[src/hdl/lspc_settings.svh]
// Frame geometry, register map and border limits shared by the raster timer RTL and its testbench
`ifndef LSPC_SETTINGS_SVH
`define LSPC_SETTINGS_SVH

// Frame geometry in pixel clocks and lines
`define LSPC_LINE_PIXELS 384
`define LSPC_FRAME_LINES 264
`define LSPC_VBLANK_LINE 248

// Border lines where the timer may be stopped
`define LSPC_BORDER_TOP 16
`define LSPC_BORDER_BOTTOM 256

// CPU word addresses
`define LSPC_REG_TIMER_HIGH 3'd0
`define LSPC_REG_TIMER_LOW 3'd1
`define LSPC_REG_CTRL 3'd2
`define LSPC_REG_IRQ_ACK 3'd3

// Control word bit positions
`define LSPC_CTRL_IRQ_EN_BIT 4
`define LSPC_CTRL_RELOAD_WRITE_BIT 5
`define LSPC_CTRL_RELOAD_VBLANK_BIT 6
`define LSPC_CTRL_RELOAD_ZERO_BIT 7
`define LSPC_CTRL_STOP_BORDER_BIT 8

// Acknowledge word bit positions
`define LSPC_ACK_TIMER_BIT 1
`define LSPC_ACK_VBLANK_BIT 2

`endif

[src/hdl/lspcPkg.sv]
// Packed bundle types passed between the raster timer blocks, imported by each module header
package lspcPkg;

	// One CPU write cycle
	typedef struct packed {
		// Write strobe, valid for this cycle only
		logic wr;
		// Word address
		logic [2:0] addr;
		logic [15:0] data;
	} cpuWrite_t;

	// Timer control word
	typedef struct packed {
		// Reload when the lower half is written
		logic reloadOnWrite;
		// Reload at vertical blank start
		logic reloadOnVblank;
		// Reload on underflow, repeat mode
		logic reloadOnZero;
		// Pause in border lines, PAL only
		logic stopInBorder;
		logic irqEnable;
	} timerCtrl_t;

	// Current beam position
	typedef struct packed {
		logic [8:0] pixel;
		logic [8:0] line;
		// One cycle pulse at line VBLANK_LINE, pixel 0
		logic vblankStart;
	} rasterPos_t;

	// Acknowledge pulses from the CPU
	typedef struct packed {
		logic timer;
		logic vblank;
	} irqAck_t;

endpackage

[src/hdl/irqController.sv]
// Interrupt pending flags for timer and vblank requests, cleared by CPU acknowledge
`timescale 1ns/1ps

module irqController import lspcPkg::*; (
	input logic lspc6M,
	input logic rst,
	input logic timerZero,
	input logic irqEnable,
	input rasterPos_t pos,
	input irqAck_t ack,
	output logic irqTimer,
	output logic irqVblank
);

	// Timer request needs the enable bit
	logic timerSet;

	assign timerSet = timerZero && irqEnable;

	// Timer pending flag
	always_ff @(posedge lspc6M) begin
		if (rst) begin
			irqTimer <= 1'b0;
		end else if (timerSet) begin
			// Set wins over a same-cycle ack
			irqTimer <= 1'b1;
		end else if (ack.timer) begin
			irqTimer <= 1'b0;
		end
	end

	// Vblank pending flag, always enabled
	always_ff @(posedge lspc6M) begin
		if (rst) begin
			irqVblank <= 1'b0;
		end else if (pos.vblankStart) begin
			irqVblank <= 1'b1;
		end else if (ack.vblank) begin
			irqVblank <= 1'b0;
		end
	end

	// Vblank irq rises one pixel into the blank line
	assertVblankRise: assert property (
		@(posedge lspc6M) disable iff (rst)
		$rose(irqVblank) |-> (pos.pixel == 9'd1)
	) else $error("irqVblank rose away from pixel 1");

endmodule

[src/hdl/lspcRegs.sv]
// CPU register decoder, turns write strobes into timer reload, control and acknowledge outputs
`timescale 1ns/1ps
`include "lspc_settings.svh"

module lspcRegs import lspcPkg::*; (
	input logic lspc6M,
	input logic rst,
	input cpuWrite_t cpuWr,
	output logic [31:0] reloadValue,
	output logic reloadStrobe,
	output timerCtrl_t ctrl,
	output irqAck_t ack
);

	// Timer reload halves
	logic [15:0] timerHigh;
	logic [15:0] timerLow;

	// Reload value as seen by the counter
	assign reloadValue = {timerHigh, timerLow};

	always_ff @(posedge lspc6M) begin
		if (rst) begin
			timerHigh <= '0;
			timerLow <= '0;
			ctrl <= '0;
			reloadStrobe <= 1'b0;
			ack <= '0;
		end else begin
			// Pulses last one cycle
			reloadStrobe <= 1'b0;
			ack <= '0;
			if (cpuWr.wr) begin
				case (cpuWr.addr)
					`LSPC_REG_TIMER_HIGH: begin
						timerHigh <= cpuWr.data;
					end
					`LSPC_REG_TIMER_LOW: begin
						timerLow <= cpuWr.data;
						// Lower half write arms the reload
						reloadStrobe <= 1'b1;
					end
					`LSPC_REG_CTRL: begin
						ctrl.irqEnable <= cpuWr.data[`LSPC_CTRL_IRQ_EN_BIT];
						ctrl.reloadOnWrite <= cpuWr.data[`LSPC_CTRL_RELOAD_WRITE_BIT];
						ctrl.reloadOnVblank <= cpuWr.data[`LSPC_CTRL_RELOAD_VBLANK_BIT];
						ctrl.reloadOnZero <= cpuWr.data[`LSPC_CTRL_RELOAD_ZERO_BIT];
						ctrl.stopInBorder <= cpuWr.data[`LSPC_CTRL_STOP_BORDER_BIT];
					end
					`LSPC_REG_IRQ_ACK: begin
						// Ack bits are write-one pulses
						ack.timer <= cpuWr.data[`LSPC_ACK_TIMER_BIT];
						ack.vblank <= cpuWr.data[`LSPC_ACK_VBLANK_BIT];
					end
					default: begin
						// Unmapped addresses are ignored
					end
				endcase
			end
		end
	end

	// Reload pulse is a single cycle
	// Back to back low writes from the CPU would break this
	assertStrobeSingle: assert property (
		@(posedge lspc6M) disable iff (rst)
		reloadStrobe |=> !reloadStrobe
	) else $error("reloadStrobe held for two cycles");

endmodule

[src/hdl/lspcTimer.sv]
// Programmable 32-bit down-counter with write, vblank and zero reloads and PAL border stop
`timescale 1ns/1ps
`include "lspc_settings.svh"

module lspcTimer import lspcPkg::*; (
	input logic lspc6M,
	input logic rst,
	input logic [31:0] reloadValue,
	input logic reloadStrobe,
	input timerCtrl_t ctrl,
	input rasterPos_t pos,
	input logic palMode,
	output logic timerZero
);

	logic [31:0] count;
	// Line the raster counter shows after the next edge
	logic [8:0] nextLine;
	// Registered count enable
	logic countEn;
	logic load;

	// True for lines above the top border or in the bottom border
	function automatic logic inBorder(input logic [8:0] line);
		return (line < 9'(`LSPC_BORDER_TOP)) || (line >= 9'(`LSPC_BORDER_BOTTOM));
	endfunction

	// Predict the line so the registered enable tracks the current one
	always_comb begin
		nextLine = pos.line;
		if (pos.pixel == 9'(`LSPC_LINE_PIXELS - 1)) begin
			if (pos.line == 9'(`LSPC_FRAME_LINES - 1)) begin
				nextLine = '0;
			end else begin
				nextLine = pos.line + 9'd1;
			end
		end
	end

	// Border stop only applies in PAL mode
	// Held low in reset so no zero pulse leaks out
	always_ff @(posedge lspc6M) begin
		if (rst) begin
			countEn <= 1'b0;
		end else begin
			countEn <= !(ctrl.stopInBorder && palMode && inBorder(nextLine));
		end
	end

	// Zero flag only while counting
	assign timerZero = countEn && (count == 32'd0);

	// Three reload sources merged into one load
	assign load = (reloadStrobe && ctrl.reloadOnWrite)
		|| (pos.vblankStart && ctrl.reloadOnVblank)
		|| (timerZero && ctrl.reloadOnZero);

	always_ff @(posedge lspc6M) begin
		if (rst) begin
			count <= '0;
		end else if (load) begin
			count <= reloadValue;
		end else if (countEn) begin
			// Underflow wraps to all ones in one-shot mode
			count <= count - 32'd1;
		end
	end

	// No zero pulse inside a stopped border region
	// Checked against the live line, not the predicted one
	assertStopHolds: assert property (
		@(posedge lspc6M) disable iff (rst)
		(ctrl.stopInBorder && palMode && inBorder(pos.line)
			&& $past(ctrl.stopInBorder && palMode)) |-> !timerZero
	) else $error("timerZero while stopped in border");

endmodule

[src/hdl/lspcTop.sv]
// Raster timer subsystem top, joining register decoder, raster counter, timer and interrupts
`timescale 1ns/1ps

module lspcTop import lspcPkg::*; (
	input logic lspc6M,
	input logic rst,
	input cpuWrite_t cpuWr,
	input logic palMode,
	output logic irqTimer,
	output logic irqVblank
);

	// Register outputs
	logic [31:0] reloadValue;
	logic reloadStrobe;
	timerCtrl_t ctrl;
	irqAck_t ack;

	// Beam position and timer underflow
	rasterPos_t pos;
	logic timerZero;

	lspcRegs regs (
		.lspc6M(lspc6M),
		.rst(rst),
		.cpuWr(cpuWr),
		.reloadValue(reloadValue),
		.reloadStrobe(reloadStrobe),
		.ctrl(ctrl),
		.ack(ack)
	);

	rasterCounter raster (
		.lspc6M(lspc6M),
		.rst(rst),
		.pos(pos)
	);

	lspcTimer timer (
		.lspc6M(lspc6M),
		.rst(rst),
		.reloadValue(reloadValue),
		.reloadStrobe(reloadStrobe),
		.ctrl(ctrl),
		.pos(pos),
		.palMode(palMode),
		.timerZero(timerZero)
	);

	irqController irq (
		.lspc6M(lspc6M),
		.rst(rst),
		.timerZero(timerZero),
		.irqEnable(ctrl.irqEnable),
		.pos(pos),
		.ack(ack),
		.irqTimer(irqTimer),
		.irqVblank(irqVblank)
	);

endmodule

[src/hdl/rasterCounter.sv]
// Free-running pixel and line counters of the video frame, with the vertical blank start pulse
`timescale 1ns/1ps
`include "lspc_settings.svh"

module rasterCounter import lspcPkg::*; (
	input logic lspc6M,
	input logic rst,
	output rasterPos_t pos
);

	// Wrap points of the two counters
	localparam logic [8:0] LAST_PIXEL = 9'(`LSPC_LINE_PIXELS - 1);
	localparam logic [8:0] LAST_LINE = 9'(`LSPC_FRAME_LINES - 1);
	// Line just before vertical blank
	localparam logic [8:0] PRE_VBLANK_LINE = 9'(`LSPC_VBLANK_LINE - 1);

	logic [8:0] pixelCnt;
	logic [8:0] lineCnt;
	logic vblankPulse;

	always_ff @(posedge lspc6M) begin
		if (rst) begin
			pixelCnt <= '0;
			lineCnt <= '0;
			vblankPulse <= 1'b0;
		end else begin
			vblankPulse <= 1'b0;
			if (pixelCnt == LAST_PIXEL) begin
				pixelCnt <= '0;
				// Line steps once per pixel wrap
				if (lineCnt == LAST_LINE) begin
					lineCnt <= '0;
				end else begin
					lineCnt <= lineCnt + 9'd1;
				end
				// Pulse lines up with pixel 0 of the vblank line
				if (lineCnt == PRE_VBLANK_LINE) begin
					vblankPulse <= 1'b1;
				end
			end else begin
				pixelCnt <= pixelCnt + 9'd1;
			end
		end
	end

	// Position bundle for timer and interrupt logic
	assign pos.pixel = pixelCnt;
	assign pos.line = lineCnt;
	assign pos.vblankStart = vblankPulse;

	// Pixel count never leaves the visible line width
	assertPixelRange: assert property (
		@(posedge lspc6M) disable iff (rst)
		pixelCnt < 9'(`LSPC_LINE_PIXELS)
	) else $error("pixel count out of range");

	// Vblank pulse sits at the start of its line
	assertVblankPixel: assert property (
		@(posedge lspc6M) disable iff (rst)
		vblankPulse |-> (pixelCnt == 9'd0) && (lineCnt == 9'(`LSPC_VBLANK_LINE))
	) else $error("vblankStart away from pixel 0 of the vblank line");

endmodule

[config.mk]
export PLATFORM = sky130hd
export DESIGN_NAME = lspcTop
export DESIGN_NICKNAME = d
export VERILOG_FILES = /design/src/hdl/lspcPkg.sv /design/src/hdl/irqController.sv /design/src/hdl/lspcRegs.sv /design/src/hdl/lspcTimer.sv /design/src/hdl/lspcTop.sv /design/src/hdl/rasterCounter.sv
export VERILOG_INCLUDE_DIRS = /design/src /design/src/hdl
export SDC_FILE = /design/constraint.sdc
export NUM_CORES = 1
export LEC_CHECK = 0
export BUFFER_PORTS_ARGS = -buffer_cell sky130_fd_sc_hd__buf_4
export CAP_MARGIN = 15
export CORE_ASPECT_RATIO = 0.7
export CORE_MARGIN = 2
export CORE_UTILIZATION = 30
export CTS_CLUSTER_DIAMETER = 50
export DETAILED_ROUTE_END_ITERATION = 12
export PLACE_DENSITY_LB_ADDON = 0.2
export SYNTH_ARGS = -nofsm -noshare
export SYNTH_HDL_FRONTEND = slang
export SYNTH_HIERARCHICAL = 1
export SYNTH_SLANG_ARGS = --single-unit
export TNS_END_PERCENT = 100
[constraint.sdc]
create_clock -name lspc6M -period 3.6 [get_ports lspc6M]
set_input_delay 0.18 -clock lspc6M [delete_from_list [all_inputs] [get_ports lspc6M]]
set_output_delay 0.18 -clock lspc6M [all_outputs]
set_load 0.02 [all_outputs]
# Word level (Yosys, flattened, before mapping)
# Cells that the tools add are included.
# word_totals
word_cells,64
reg_bits,94
output_inout_bits,2
# op_classes
n_lt_le_gt_ge,2
eq_ne,6
n_reduce_logical,23
n_mux,10
n_addsub,3
n_bitwise,3
# ops
cell,n
$mux W32,2
$logic_not A32 Y1,1
$sub A32 B1 Y32 const B,1
$add A9 B1 Y9 const B,2
$eq A9 B9 Y1 const B,2
$mux W9,2
$eq A9 B8 Y1 const B,1
$ge A9 B9 Y1 const B,1
$lt A9 B5 Y1 const B,1
$logic_and A1 B1 Y1,7
$eq A3 B2 Y1 const B,2
$mux W1,6
$reduce_and A2 Y1,3
$reduce_bool A2 Y1,3
$reduce_or A2 Y1,3
$eq A3 B1 Y1 const B,1
$logic_not A3 Y1,1
$logic_or A1 B1 Y1,3
$not A1 Y1,3
$reduce_or A3 Y1,1
$logic_not A1 Y1,1

# Depth between registers and ports, before layout
# logic_depth
word_depth,7
ltp_mapped,9
ltp_nobuf,8

# Modules after synthesis
# Netlist, hierarchy kept.
# by_module_without_submodules
module,cells_each,area_each_um2,instances
lspcTimer,223,2049.5,1
lspcRegs,150,1644.1,1
rasterCounter,97,864.6,1
irqController,8,70.1,1

# Worst setup path before layout
# OpenSTA, ideal clock, no wires.
# synth_timing
path_kind,reg2reg
startpoint,reg timer.count[7]
endpoint,reg timer.count[18]
arrival_time_ps,2569
stages_incl_launch_ff,10
n_path_buf,3
period_less_slack_ps,2715
required_time_ps,3454
setup_slack_ps,885
cell_sequence,dfxtp_1 or4_4 or4_4 buf_6 or3_4 o31a_1 buf_2 buf_2 nor2_1 a211oi_2
# synth_via
elab_chain_len,5
elab_cells_between_ends,8
cone_classes,1 x add/sub; 2 x mux; 5 x reduce/logical
# synth_rtl
item,line_no,rtl
"start, declared",lspcTimer.sv:16,logic [31:0] count;
"start signal, assigned",lspcTimer.sv:62,count <= reloadValue;
"start signal, assigned",lspcTimer.sv:65,count <= count - 32'd1;
branches (longest 5 deep; another with $sub A32 B1 Y32),--,
# Parallel ways; which one is timed is not known. The select of a mux whose other input is x is not followed.
# A chain may end at the register's enable or synchronous reset.

# Worst setup path in the final report
# layout_timing
startpoint,reg timer.count[7]
endpoint,reg timer.count[27]
# The elaborated chain is that of the path after synthesis.

==> summary.txt <==
Synth
  • Top cells by area, synth: dfxtp_1 (41%), mux2i_1 (8.2%), a211oi_2 (7.8%), nand2b_1 (7.8%), xnor2_1 (6.8%)
  • EDFF count, synth: 0
  • Largest area contributor in the netlist: dfxtp_1
  • Syn Area/Cell: 9.682 um2
  • Post-Synthesis Cells: 478
  • Synth top cells by count: dfxtp_1 (94), nor2_1 (61), nand2b_1 (58), mux2i_1 (38), xnor2_1 (36)
  • Top-area cell type share of the netlist area: 0.4066
  • Primary FF master, synth: dfxtp_1
  • Asr flop ratio synth: 0
  • Yosys cell types: 53
  • Synthesized net count: 506
  • Mapped Area: 0.004628 mm2
  • Sequential share of the synthesized area: 0.4066
  • Syn. warnings: 6
  • Yosys reg bits: 94
  • Count leader, synth: dfxtp_1

Timing
  • Worst-Margin Slew: 0.8369 ns
  • Skew final: 0.007138 ns
  • RSZ-0062 raised after global routing: no
  • Rel. slew slack: 0.4406
  • Maximum achievable frequency: 322.0 MHz
  • Fin crit share: 0.8627
  • Final Hold Viols: 0
  • Setup TNS: 0 ns
  • Max-slew violation count: 0
  • Final min period: 3.106 ns
  • Final setup vio count: 0

Routing
  • # DRC: 0
  • Routed wire per std cell: 14.74 um
  • Vias per cell: 4.831
  • Detail Route Antenna Nets: 0
  • Initial drt markers: 240
  • Pre-antenna DRT Iters: 4
  • Total Wirelength: 10.09 mm
  • Vias: 3,309

GRT
  • Global Route Usage Sum: 0.1286
  • Vias in the first global route: 3,107
  • First-pass GRT wire length: 16.49 mm
  • Pin count of the biggest net entering global routing: 61
  • Gr ovfl total: 0
  • Antenna violations before repair: 0

Critical path
  • CP peak stage delay: 0.57 ns
  • Worst setup path class: reg2reg
  • Worst r2r src: timer/count[7]
  • CP endpoint kind: register
  • CP delay by family, top: simple AND/OR/NAND/NOR gates
  • CP max-delay cell: or4_4
  • Crit path required time: 3.80 ns
  • CP Max Fanout: 23
  • Cell mode on critical path: or4_4
  • Bufs and invs on worst path: 1
  • Cells along the critical path: or4_4, or4_4, or3_4, o31a_2, buf_4, nor2_1, a211oi_2
  • Worst setup startpoint: timer/count[7]
  • Critical path arrival: 3.31 ns
  • CP startpoint kind: register

Power
  • Peak supply drop: 0.2848 mV
  • Pwr dens: 551.1 mW/mm2
  • Leak Pwr: 1.979 nW

Die
  • Chip height: 107.9 um
  • DIE AREA: 0.01645 mm2
  • Ports: 25
  • Initial Util: 0.3105
  • Core Box Area: 0.01491 mm2
  • # rows: 37
  • Die width: 152.5 um

Layout
  • Fin nets: 515
  • Area Overhead vs Synth: 12.14%
  • # diodes: 0
  • Final Cell Area: 0.005190 mm2
  • Share of cells above drive strength 1: 0.1755

CTS
  • CTS clk-pin slew, worst paths: 0.06 ns
  • Clock Path Buffers: 2
  • Clock net sink count: 94
  • CTS tree: built
  • H-Tree Depth: 3
  • CTS Hold Bufs: 0
  • Post-cts resize count: 0
  • Latest clock arrival within the worst-skew pair: 0.34 ns
  • Root buffer cell: clkbuf_16
  • CTS Buf Count: 9
  • Postcts setup bufs: 0

Min path
  • Worst min path class: in2reg
  • Hold Startpoint: cpuWr[13]

Flow run
  • Max Cap Viol: 0

Placed design
  • DP HPWL: 7.030 mm
  • Routability congestion estimate: 0.7605
  • # port buffers: 24
  • Placed Instance Area: 0.004915 mm2

Run status
  • Status: finished clean
-- metal layers --
layer  part of all wire  global-route usage  routed length [um]
met3              0.041             0.03905                 418
met2               0.38              0.1708                3839
met1               0.57              0.1966                5736
met4             0.0098             0.03571                  99
met5                  0                   0                   0
-- worst min-delay path, cell delays in order --
cell	delay, ns
buf_4	0.08
nand2b_1	0.06
mux2i_1	0.11
-- power breakdown --
group,internal (mW),leakage [nW],switching (mW)
Sequential,1.14,0.763,0.0907
Combinational,0.361,1.08,0.369
Clock,0.516,0.138,0.380
Total,2.02,1.98,0.840
-- cell usage in the layout (no fill, tap or decap), drive strengths merged, types with 6 or more instances in the layout --
cell type   n
inv         6
or4        10
buf        27
nor2       61
nand2      13
nand2b     58
nor4       15
nand3       8
clkbuf     13
a211oi     30
dfxtp      94
mux2i      38
nor3       20
a21oi       6
nand4       6
xor2        6
xnor2      36
-- through the flow --
step	utilization	setup WS [ns]	hold WS [ns]	cells	power, mW
after global routing	0.3482	0.3641	0.1098	685	3.031
after detailed placement	0.3297	0.4868	0.4650	671	1.985
after CTS	0.3482	0.4778	0.1130	685	2.901
after global placement	0.3297	0.5435	0.4561	671	1.974
after floorplan	-	0.8853	0.2491	478	1.903
final	0.3482	0.4942	0.1297	685	2.860
-- worst paths after layout --
kind | slack (ns) | end | depth (start not counted)
max | 0.49 | timer/count[27] | 7
min reg2reg | 0.47 | regs/timerLow[9] | 2
min | 0.13 | regs/timerHigh[13] | 3
max reg2reg | 0.49 | timer/count[27] | 7
-- logic make-up after synthesis --
| kind of cell | after synthesis | synth area share |
|---|---|---|
| AO/OA/AOI/OAI | 51 | 0.1133 |
| flip-flops | 94 | 0.4066 |
| buffers and inverters | 35 | 0.03974 |
| AND/OR/NAND/NOR | 213 | 0.2652 |
| multiplexers | 38 | 0.08218 |
| XOR/XNOR | 42 | 0.07948 |
| adder cells (fa/ha/maj) | 5 | 0.01352 |
-- final cells by class --
cell class                      count  area [um2]
Multi-Input combinational cell    349        2564
Clock buffer                       13       270.3
Inverter                            6       22.52
Sequential cell                    94        1882
Fill cell                        1533        9717
Tap cell                          195       244.0
Timing Repair Buffer               27       202.7
Clock inverter                      1       5.005
-- state kept, by name, summed over array words and instances, names as in the netlist --
| register | count |
|---|---|
| regs/timerLow | 16 |
| raster/lineCnt | 9 |
| regs/ctrl | 5 |
| regs/timerHigh | 16 |
| timer/count | 32 |
| regs/reloadStrobe | 1 |
| regs/ack | 2 |
| raster/vblankPulse | 1 |
| irq/irqVblank | 1 |
| irq/irqTimer | 1 |
| timer/countEn | 1 |
| raster/pixelCnt | 9 |
(Power assumes the default switching activity.)
